File: config.mk
export PLATFORM = sky130hd
export DESIGN_NAME = dsp_datapath_top
export DESIGN_NICKNAME = d
export VERILOG_FILES = /design/src/constant_pkg.sv /design/src/dsp_pkg.sv /design/src/dsp_cfg_if.sv /design/src/channel_error.sv /design/src/delay_line.sv /design/src/dsp_datapath_top.sv /design/src/ffe_slicer.sv
export SDC_FILE = /design/constraint.sdc
export NUM_CORES = 2
export LEC_CHECK = 0
export ABC_CLOCK_PERIOD_IN_PS = 30600
export BUFFER_PORTS_ARGS = -buffer_cell sky130_fd_sc_hd__buf_4
export CAP_MARGIN = 20
export CORE_UTILIZATION = 45
export DETAILED_ROUTE_END_ITERATION = 8
export HOLD_SLACK_MARGIN = 0.15
export RECOVER_POWER = 50
export SYNTH_ARGS = -nofsm -noshare
export SYNTH_HDL_FRONTEND = slang
export SYNTH_HIERARCHICAL = 1
export SYNTH_SLANG_ARGS = --single-unit
File: constraint.sdc
create_clock -name clk -period 30.6 [get_ports clk]
set_clock_uncertainty 0.15 [all_clocks]
set_input_delay 9.18 -clock clk [delete_from_list [all_inputs] [get_ports clk]]
set_output_delay 9.18 -clock clk [all_outputs]
set_load 0.01 [all_outputs]
File: src/constant_pkg.sv
package constant_pkg;

    // Lanes per parallel word
    localparam int channel_width = 4;

    // Signed ADC code width
    localparam int code_precision = 8;

    typedef logic signed [code_precision-1:0] code_t;

    // Lane i sits at index i, lane 0 is the oldest sample
    typedef code_t [channel_width-1:0] code_word_t;

    typedef logic [channel_width-1:0] bit_word_t;

endpackage

File: src/dsp_pkg.sv
package dsp_pkg;

    import constant_pkg::*;

    // FFE
    localparam int ffe_length           = 3;
    localparam int weight_precision     = 8;
    localparam int ffe_shift_precision  = 4;
    localparam int ffe_output_precision = 16;

    // Slicer
    localparam int thresh_precision = 16;

    // Channel filter and error
    localparam int est_channel_depth       = 3;
    localparam int est_channel_precision   = 8;
    localparam int channel_shift_precision = 4;
    localparam int est_code_precision      = 10;
    localparam int est_error_precision     = 11;

    typedef logic signed [weight_precision-1:0]        weight_t;
    typedef logic        [ffe_shift_precision-1:0]     ffe_shift_t;
    typedef logic signed [ffe_output_precision-1:0]    ffe_out_t;
    typedef logic signed [thresh_precision-1:0]        thresh_t;
    typedef logic signed [est_channel_precision-1:0]   est_tap_t;
    typedef logic        [channel_shift_precision-1:0] chan_shift_t;
    typedef logic signed [est_code_precision-1:0]      est_code_t;
    typedef logic signed [est_error_precision-1:0]     error_t;

    // Indexed [lane][tap]
    typedef weight_t [channel_width-1:0][ffe_length-1:0] weight_array_t;

    typedef thresh_t [channel_width-1:0] thresh_array_t;

    typedef ffe_shift_t [channel_width-1:0] shift_array_t;

    typedef chan_shift_t [channel_width-1:0] chan_shift_array_t;

    // Indexed [lane][tap]
    typedef est_tap_t [channel_width-1:0][est_channel_depth-1:0] channel_array_t;

    typedef error_t [channel_width-1:0] error_word_t;

endpackage

File: src/dsp_cfg_if.sv
interface dsp_cfg_if
    import dsp_pkg::*;
();

    // FFE and slicer settings
    weight_array_t     weights;
    shift_array_t      ffe_shift;
    thresh_array_t     thresh;

    // Channel estimate used to rebuild the codes
    channel_array_t    channel_est;
    chan_shift_array_t channel_shift;

    modport ffe (
        input weights,
        input ffe_shift,
        input thresh
    );

    modport chan (
        input channel_est,
        input channel_shift
    );

endinterface

File: src/channel_error.sv
module channel_error
    import constant_pkg::*;
    import dsp_pkg::*;
#(
    parameter int channel_pipeline_depth = 0
) (
    input  logic        clk,
    input  logic        rst_n_i,
    dsp_cfg_if.chan     cfg,
    input  logic        bits_valid_i,
    input  bit_word_t   bits_i,
    input  code_word_t  aligned_codes_i,
    output logic        error_valid_o,
    output error_word_t error_o
);

    // Tap magnitude can reach 2**(p-1), plus growth for the sum
    localparam int acc_width = est_channel_precision + $clog2(est_channel_depth) + 1;

    bit_word_t                   bit_hist;
    logic [2*channel_width-1:0]  bit_window;
    logic signed [acc_width-1:0] chan_acc [channel_width];
    est_code_t                   rebuilt  [channel_width];
    error_word_t                 err_next;
    logic                        err_valid_q;
    error_word_t                 err_q;

    always_ff @(posedge clk) begin
        if (!rst_n_i) begin
            bit_hist <= '0;
        end else if (bits_valid_i) begin
            bit_hist <= bits_i;
        end
    end

    // Symbol index i-k maps to bit_window[channel_width+i-k]
    assign bit_window = {bits_i, bit_hist};

    // Bit 1 adds the tap, bit 0 subtracts it
    always_comb begin
        for (int i = 0; i < channel_width; i++) begin
            chan_acc[i] = '0;
            for (int k = 0; k < est_channel_depth; k++) begin
                if (bit_window[channel_width+i-k]) begin
                    chan_acc[i] += $signed(cfg.channel_est[i][k]);
                end else begin
                    chan_acc[i] -= $signed(cfg.channel_est[i][k]);
                end
            end
            rebuilt[i] = est_code_t'(chan_acc[i] >>> cfg.channel_shift[i]);
        end
    end

    always_comb begin
        for (int i = 0; i < channel_width; i++) begin
            err_next[i] = error_t'(rebuilt[i]) - error_t'($signed(aligned_codes_i[i]));
        end
    end

    always_ff @(posedge clk) begin
        if (!rst_n_i) begin
            err_valid_q <= 1'b0;
        end else begin
            err_valid_q <= bits_valid_i;
        end
    end

    always_ff @(posedge clk) begin
        if (bits_valid_i) begin
            err_q <= err_next;
        end
    end

    delay_line #(
        .payload_t (error_word_t),
        .depth     (channel_pipeline_depth)
    ) u_error_pipe (
        .clk     (clk),
        .rst_n_i (rst_n_i),
        .valid_i (err_valid_q),
        .data_i  (err_q),
        .valid_o (error_valid_o),
        .data_o  (error_o)
    );

    // Code delay line at the top must line up with the slicer latency
    codes_known_a: assert property (
        @(posedge clk) disable iff (!rst_n_i)
        bits_valid_i |-> !$isunknown(aligned_codes_i)
    );

endmodule

File: src/delay_line.sv
module delay_line #(
    parameter type payload_t = logic,
    parameter int  depth     = 1
) (
    input  logic     clk,
    input  logic     rst_n_i,
    input  logic     valid_i,
    input  payload_t data_i,
    output logic     valid_o,
    output payload_t data_o
);

    generate
        if (depth == 0) begin : g_wire
            assign valid_o = valid_i;
            assign data_o  = data_i;
        end else begin : g_regs
            logic     valid_q [depth];
            payload_t data_q  [depth];

            always_ff @(posedge clk) begin
                if (!rst_n_i) begin
                    for (int s = 0; s < depth; s++) begin
                        valid_q[s] <= 1'b0;
                    end
                end else begin
                    valid_q[0] <= valid_i;
                    for (int s = 1; s < depth; s++) begin
                        valid_q[s] <= valid_q[s-1];
                    end
                end
            end

            // Payload only moves along with its valid
            always_ff @(posedge clk) begin
                if (valid_i) begin
                    data_q[0] <= data_i;
                end
                for (int s = 1; s < depth; s++) begin
                    if (valid_q[s-1]) begin
                        data_q[s] <= data_q[s-1];
                    end
                end
            end

            assign valid_o = valid_q[depth-1];
            assign data_o  = data_q[depth-1];
        end
    endgenerate

    valid_known_a: assert property (@(posedge clk) disable iff (!rst_n_i) !$isunknown(valid_o));

endmodule

File: src/dsp_datapath_top.sv
module dsp_datapath_top
    import constant_pkg::*;
    import dsp_pkg::*;
#(
    parameter int ffe_pipeline_depth     = 0,
    parameter int channel_pipeline_depth = 0
) (
    input  logic              clk,
    input  logic              rst_n_i,

    input  logic              codes_valid_i,
    input  code_word_t        adc_codes_i,

    input  weight_array_t     weights_i,
    input  shift_array_t      ffe_shift_i,
    input  thresh_array_t     thresh_i,
    input  channel_array_t    channel_est_i,
    input  chan_shift_array_t channel_shift_i,

    output logic              bits_valid_o,
    output bit_word_t         bits_o,

    output logic              error_valid_o,
    output error_word_t       error_o
);

    // Codes wait for the slicer register plus its extra stages
    localparam int code_delay_depth = ffe_pipeline_depth + 1;

    code_word_t aligned_codes;

    dsp_cfg_if u_cfg ();

    assign u_cfg.weights       = weights_i;
    assign u_cfg.ffe_shift     = ffe_shift_i;
    assign u_cfg.thresh        = thresh_i;
    assign u_cfg.channel_est   = channel_est_i;
    assign u_cfg.channel_shift = channel_shift_i;

    ffe_slicer #(
        .ffe_pipeline_depth (ffe_pipeline_depth)
    ) u_ffe_slicer (
        .clk           (clk),
        .rst_n_i       (rst_n_i),
        .cfg           (u_cfg.ffe),
        .codes_valid_i (codes_valid_i),
        .adc_codes_i   (adc_codes_i),
        .bits_valid_o  (bits_valid_o),
        .bits_o        (bits_o)
    );

    // Valid out matches bits_valid_o, so it is left open
    delay_line #(
        .payload_t (code_word_t),
        .depth     (code_delay_depth)
    ) u_code_delay (
        .clk     (clk),
        .rst_n_i (rst_n_i),
        .valid_i (codes_valid_i),
        .data_i  (adc_codes_i),
        .valid_o (),
        .data_o  (aligned_codes)
    );

    channel_error #(
        .channel_pipeline_depth (channel_pipeline_depth)
    ) u_channel_error (
        .clk             (clk),
        .rst_n_i         (rst_n_i),
        .cfg             (u_cfg.chan),
        .bits_valid_i    (bits_valid_o),
        .bits_i          (bits_o),
        .aligned_codes_i (aligned_codes),
        .error_valid_o   (error_valid_o),
        .error_o         (error_o)
    );

endmodule

File: src/ffe_slicer.sv
module ffe_slicer
    import constant_pkg::*;
    import dsp_pkg::*;
#(
    parameter int ffe_pipeline_depth = 0
) (
    input  logic       clk,
    input  logic       rst_n_i,
    dsp_cfg_if.ffe     cfg,
    input  logic       codes_valid_i,
    input  code_word_t adc_codes_i,
    output logic       bits_valid_o,
    output bit_word_t  bits_o
);

    // Full product width plus growth for the tap sum
    localparam int acc_width = code_precision + weight_precision + $clog2(ffe_length);

    code_word_t                  code_hist;
    code_t [2*channel_width-1:0] samples;
    logic signed [acc_width-1:0] ffe_acc [channel_width];
    ffe_out_t                    ffe_eq  [channel_width];
    bit_word_t                   slice_bits;
    logic                        slice_valid_q;
    bit_word_t                   slice_bits_q;

    // Last valid word, idle cycles leave it alone
    always_ff @(posedge clk) begin
        if (!rst_n_i) begin
            code_hist <= '0;
        end else if (codes_valid_i) begin
            code_hist <= adc_codes_i;
        end
    end

    // Sample index i-k maps to samples[channel_width+i-k]
    assign samples = {adc_codes_i, code_hist};

    always_comb begin
        for (int i = 0; i < channel_width; i++) begin
            ffe_acc[i] = '0;
            for (int k = 0; k < ffe_length; k++) begin
                ffe_acc[i] += $signed(cfg.weights[i][k]) * $signed(samples[channel_width+i-k]);
            end
            ffe_eq[i] = ffe_out_t'(ffe_acc[i] >>> cfg.ffe_shift[i]);
        end
    end

    // Per-lane threshold
    always_comb begin
        for (int i = 0; i < channel_width; i++) begin
            slice_bits[i] = (ffe_eq[i] >= $signed(cfg.thresh[i]));
        end
    end

    always_ff @(posedge clk) begin
        if (!rst_n_i) begin
            slice_valid_q <= 1'b0;
        end else begin
            slice_valid_q <= codes_valid_i;
        end
    end

    always_ff @(posedge clk) begin
        if (codes_valid_i) begin
            slice_bits_q <= slice_bits;
        end
    end

    delay_line #(
        .payload_t (bit_word_t),
        .depth     (ffe_pipeline_depth)
    ) u_bits_pipe (
        .clk     (clk),
        .rst_n_i (rst_n_i),
        .valid_i (slice_valid_q),
        .data_i  (slice_bits_q),
        .valid_o (bits_valid_o),
        .data_o  (bits_o)
    );

    generate
        for (genvar g = 0; g < channel_width; g++) begin : g_shift_chk
            // Shifted sum must fit the equalized width
            eq_fits_a: assert property (
                @(posedge clk) disable iff (!rst_n_i)
                codes_valid_i |-> (ffe_eq[g] == (ffe_acc[g] >>> cfg.ffe_shift[g]))
            );
        end
    endgenerate

endmodule

## Yosys cells after proc, flatten, opt, wreduce, memory -nomap -nowiden

Memory sizes are Yosys's and may differ from the RTL's.
Cells that the tools add are included.
Widths: inputs -> output; s select.

- Register bits after elaboration: 70
- Memory bits (writable): 32
- Output and inout port bits: 50
- Memories kept: 1

Memory list:

| name | words | width | read ports | clocked after memory_dff | write ports | RTL line | RTL |
|---|---|---|---|---|---|---|---|
| u_code_delay.g_regs.data_q | 1 | 32 | 1 | 0 | 1 | delay_line.sv:19 | `payload_t data_q [depth];` |

- Add/sub/neg operators: 32
- Multipliers: 12
- Magnitude comparators: 4
- Shifts and indexed selects: 8
- Mux-type cells: 14

Operators with widths:

| kind | number |
|---|---|
| $mul 8x8->16 | 12 |
| $add 18x18->18 | 8 |
| $mux 11 | 12 |
| $add 11x8->11 | 8 |
| $sub 11x8->11 | 8 |
| $sshr 18x4->16 | 4 |
| $ge 16x16->1 | 4 |
| $sshr 11x4->10 | 4 |
| $sub 10x8->11 | 4 |
| $sub 1x8->9 const A | 4 |
| $mux 1 | 2 |

## Depth between registers and ports, before layout

- Depth in word-level cells: 8
- Gate-level depth with buffers: 35
- Gate-level depth less buffers: 33

## Hierarchy

The synthesis kept the hierarchy.

By module, submodules not included:

| module | times used | cells an instance | area an instance (um2) |
|---|---|---|---|
| ffe_slicer | 1 | 4225 | 38620.8 |
| channel_error | 1 | 1431 | 10765.3 |
| delay_line (u_code_delay) | 1 | 34 | 987.2 |
| delay_line (u_channel_error.u_error_pipe) | 1 | 45 | 337.8 |
| delay_line (u_ffe_slicer.u_bits_pipe) | 1 | 5 | 37.5 |

## Worst setup path before layout

Ideal clock, no wire load.

- Path kind: input port to flip-flop
- Start point: input port adc_codes_i[7] in the netlist's numbering
- End point: register u_ffe_slicer.slice_bits_q[0] (data pin)
- Setup time: 261 ps
- Arrival: 16829 ps
- Slack: 13360 ps
- Stages: 31
- Path buffers: 1
- Path through: inv_1 > clkbuf_1 > nor2_1 > fa_1 > inv_1 > fa_1 > fa_1 > inv_1 > fa_1 > fa_1 > fa_1 > inv_1 > fa_1 > inv_1 > ha_1 > a21o_1 > a31o_2 > a2111oi_0 > o21ai_1 > xnor2_2 > mux2i_1 > a221oi_1 > o21ai_0 > ha_1 > o21a_1 > o21a_1 > o21ai_0 > nand2b_1 > a21oi_1 > a2111oi_0 > o32a_1

- Word-level cells in the longest chain between the ends: 5

RTL lines:

| item | RTL line | RTL |
|---|---|---|
| from (decl) | dsp_datapath_top.sv:12 | `input code_word_t adc_codes_i,` |
| $mul 8x8->16 | ffe_slicer.sv:43 | `ffe_acc[i] += $signed(cfg.weights[i][k]) * $signed(samples[channel_width+i-k]);` |
| $add 18x18->18 (2 in a row) | ffe_slicer.sv:43 |  |
| $sshr 18x4->16 | ffe_slicer.sv:45 | `ffe_eq[i] = ffe_out_t'(ffe_acc[i] >>> cfg.ffe_shift[i]);` |
| $ge 16x16->1 | ffe_slicer.sv:52 | `slice_bits[i] = (ffe_eq[i] >= $signed(cfg.thresh[i]));` |
| net u_ffe_slicer.slice_bits[0] | ffe_slicer.sv:23 | `bit_word_t slice_bits;` |
| to (signal assigned) | ffe_slicer.sv:66 | `slice_bits_q <= slice_bits;` |
| to (decl) | ffe_slicer.sv:25 | `bit_word_t slice_bits_q;` |

The timed path passes the listed nets, and every way through them passes these cells.
A chain may end at the register's enable or synchronous reset.

## Final worst setup path

- Start point: input port adc_codes_i[0] in the netlist's numbering
- End point: register u_ffe_slicer.slice_bits_q[2] (data pin)

- Word-level cells in the longest chain between the ends: 4

RTL lines:

| item | RTL line |
|---|---|
| $mul 8x8->16 | ffe_slicer.sv:43 |
| $add 18x18->18 | ffe_slicer.sv:43 |
| $sshr 18x4->16 | ffe_slicer.sv:45 |
| $ge 16x16->1 | ffe_slicer.sv:52 |
| net u_ffe_slicer.slice_bits[2] | ffe_slicer.sv:23 |

The timed path passes the listed nets, and every way through them passes these cells.

==> impl_metrics.sql <==
INSERT INTO impl_metrics (metric_group, metric, value, unit) VALUES
('status', 'outcome', 'complete, but fails checks', ''),
('status', 'failed_checks', 'capacitance limit, slew limit', ''),
('clock_tree', 'root_buffer', 'clkbuf_16', ''),
('timing', 'fmax', '53.3', 'MHz'),
('detailed_routing', 'ant_nets', '0', ''),
('clock_tree', 'clkLatencyLatePin', '0.42', 'ns'),
('worst_setup_path', 'path_buf_inv', '6', ''),
('place', 'half_perimeter_wire_length_after_detailed_placement', '113000', 'microns'),
('worst_setup_path', 'r2r_slack', '21.08', 'ns'),
('global_route', 'antenna_found_initial', '21', ''),
('synthesis', 'yosys_warnings', '6', ''),
('worst_setup_path', 'worst-endpoint-required', '30.62', 'ns'),
('clock_tree', 'ctsHoldBuffers', '0', ''),
('global_route', 'grt_util_all_layers', '0.241', ''),
('timing', 'finalMaxSlewViolations', '346', ''),
('finish', 'fin_cells', '7422', ''),
('timing', 'totalNegativeSetupSlack', '0', 'ns'),
('global_route', 'gr-total-overflow', '0', ''),
('worst_setup_path', 'timing.critical_path.slowest_stage_cell', 'clkbuf_1', ''),
('clock_tree', 'clock-sinks', '100', ''),
('clock_tree', 'post_cts.repair.setup_buffers', '0', ''),
('hold_path', 'hold_end', 'u_ffe_slicer/code_hist[26]', ''),
('worst_setup_path', 'crit-reg2reg-launch', 'u_ffe_slicer/code_hist[27]', ''),
('timing', 'timing.final.setup_violations', '0', ''),
('finish', 'final_nets', '7683', ''),
('place', 'gp_routability_congestion', '0.901', ''),
('detailed_routing', 'drt-pass1-iter-count', '6', ''),
('timing', 'report.final.hold_viol_count', '0', ''),
('worst_setup_path', 'timing_worst_setup_path_type', 'in2reg', ''),
('global_route', 'met1_usage', '0.327', ''),
('detailed_routing', 'drc', '0', ''),
('timing', 'rsz_0062_raised_after_global_routing', 'no', ''),
('detailed_routing', 'route.vias.total', '38839', ''),
('place', 'dp.cells', '7401', ''),
('clock_tree', 'post_cts.resized_instances', '0', ''),
('floorplan', 'die_w', '338', 'microns'),
('detailed_routing', 'drt-wirelength-per-cell', '18.1', 'microns'),
('synthesis', 'postSynthAreaPerCell', '8.84', 'sq um'),
('worst_setup_path', 'worst-endpoint-arrival', '18.77', 'ns'),
('clock_tree', 'cts_max_path_buffers', '2', ''),
('global_route', 'grt.busiest_layer', 'met2', ''),
('clock_tree', 'cts_made_buffers', '9', ''),
('floorplan', 'fp.dieArea', '114000', 'sq um'),
('global_route', 'globalRouteMet3Util', '0.0286', ''),
('hold_path', 'worstHoldPathType', 'reg2reg', ''),
('global_route', 'grt_max_degree', '44', ''),
('timing', 'final_min_period_over_clock_period', '0.613', ''),
('floorplan', 'io_pins', '373', ''),
('synthesis', 'cell_area_after_technology_mapping', '50700', 'sq um'),
('synthesis', 'net_count_after_synthesis', '7497', ''),
('worst_setup_path', 'critical_path_sink_type', 'flip-flop', ''),
('floorplan', 'core_area', '111000', 'sq um'),
('detailed_routing', 'route.final.wire_length', '134000', 'microns'),
('clock_tree', 'clock_slew_at_reported_path_ffs', '0.10', 'ns'),
('floorplan', 'start_util', '0.456', ''),
('detailed_routing', 'drt-initial-drc-count', '2084', ''),
('global_route', 'first_global_vias', '40093', ''),
('worst_setup_path', 'critical_path_peak_fanout', '25', ''),
('run', 'cap_violations', '14', ''),
('synthesis', 'synthesis.instances', '5738', ''),
('floorplan', 'die_y', '338', 'microns'),
('worst_setup_path', 'critPathLaunchType', 'input pin', ''),
('place', 'count_of_buffers_from_port_buffering', '372', ''),
('clock_tree', 'cts-htree-levels', '3', ''),
('global_route', 'global_route.usage.met2', '0.409', ''),
('finish', 'area_growth', '7.57', '%'),
('timing', 'worst_pin_slew', '3.63', 'ns'),
('worst_setup_path', 'regToRegEndpoint', 'u_ffe_slicer/slice_bits_q[0]', ''),
('detailed_routing', 'detail_route.vias_per_cell', '5.23', ''),
('worst_setup_path', 'critical_path_s_top_delay_family', 'adder cells', ''),
('worst_setup_path', 'launching_element_of_the_worst_setup_path', 'adc_codes_i[0]', ''),
('hold_path', 'hold_path_startpoint', 'u_ffe_slicer/code_hist[26]', ''),
('finish', 'share_of_layout_cells_above_drive_strength_1', '0.0754', ''),
('global_route', 'first_pass_grt_wire_length', '216000', 'microns'),
('worst_setup_path', 'r2r.worst_path.cells', '30', ''),
('floorplan', 'placement_rows', '122', ''),
('worst_setup_path', 'crit_top_cell', 'fa_1', ''),
('timing', 'slew_headroom', '-1.42', ''),
('hold_path', 'hold_depth', '2', ''),
('timing', 'timing.final.crit_period', '18.75', 'ns'),
('clock_tree', 'cts_tree', 'done', ''),
('worst_setup_path', 'max_stage_delay', '1.04', 'ns');
==> sequential cells by signal, indices dropped and copies added (netlist names) <==
register / flops
u_channel_error/err_q: 44
u_code_delay/g_regs.data_q: 32
u_ffe_slicer/code_hist: 16
u_ffe_slicer/slice_bits_q: 4
u_channel_error/bit_hist: 2
u_channel_error/err_valid_q: 1
u_ffe_slicer/slice_valid_q: 1
==> worst max path at each step <==
stage               slack [ns]                            to  depth (start not counted)
CTS                      12.93  u_ffe_slicer/slice_bits_q[2]                         30
finish                   11.85  u_ffe_slicer/slice_bits_q[2]                         31
global route             11.23  u_ffe_slicer/slice_bits_q[2]                         31
global placement         12.69  u_ffe_slicer/slice_bits_q[0]                         31
detailed placement       12.44  u_ffe_slicer/slice_bits_q[2]                         30
floorplan                13.36  u_ffe_slicer/slice_bits_q[0]                         31
==> cell type report <==
| type | count | area, sq um |
|---|---|---|
| fillers | 10842 | 56700 |
| multi-input cells | 4132 | 42100 |
| inverters | 1299 | 4880 |
| flip-flops and latches | 100 | 2800 |
| repair buffers | 382 | 2640 |
| well taps | 1488 | 1860 |
| clock buffers | 9 | 225 |
| clock inverters | 7 | 73.8 |
| diodes | 5 | 12.5 |
==> cell usage in the layout (no fill, tap or decap), drive strengths merged, types with 69 or more instances in the layout <==
master,n
and2,398
xnor2,139
nor3,78
mux2i,83
inv,1290
fa,948
nor2,320
buf,322
xor2,114
nand2,435
clkbuf,69
ha,488
nand2b,73
a21oi,169
edfxtp,80
o21ai,144
==> through the flow <==
stage | setup slack, ns | utilization | hold WS (ns) | instance area, sq um
2_1_floorplan | 13.36 | - | 0.364 | 50700
4_1_cts | 12.93 | 0.492 | 0.390 | 54800
3_3_place_gp | 12.69 | 0.490 | 0.352 | 54500
6_report | 11.85 | 0.490 | 0.391 | 54600
3_5_place_dp | 12.44 | 0.490 | 0.371 | 54500
5_1_grt | 11.23 | 0.490 | 0.430 | 54600
==> worst register-to-register path: cells and delay by family, from the launching register on <==
kind | cells | cell delay (ns)
XOR/XNOR | 1 | 0.44
buffers and inverters | 5 | 0.35
flip-flops | 1 | 0.91
adder cells (fa/ha/maj) | 9 | 4.26
AND/OR/NAND/NOR | 2 | 0.30
AO/OA/AOI/OAI | 12 | 2.65
multiplexers | 1 | 0.20
==> per-layer routing <==
layer,share of wire,vias to the layer above
met1,0.45,19354
met4,0.024,28
met5,0.0012,-
li1,-,18451
met2,0.48,868
met3,0.048,138
Power is not shown: default switching activity piles up to over one toggle a cycle in this logic, so the estimate is an artifact.
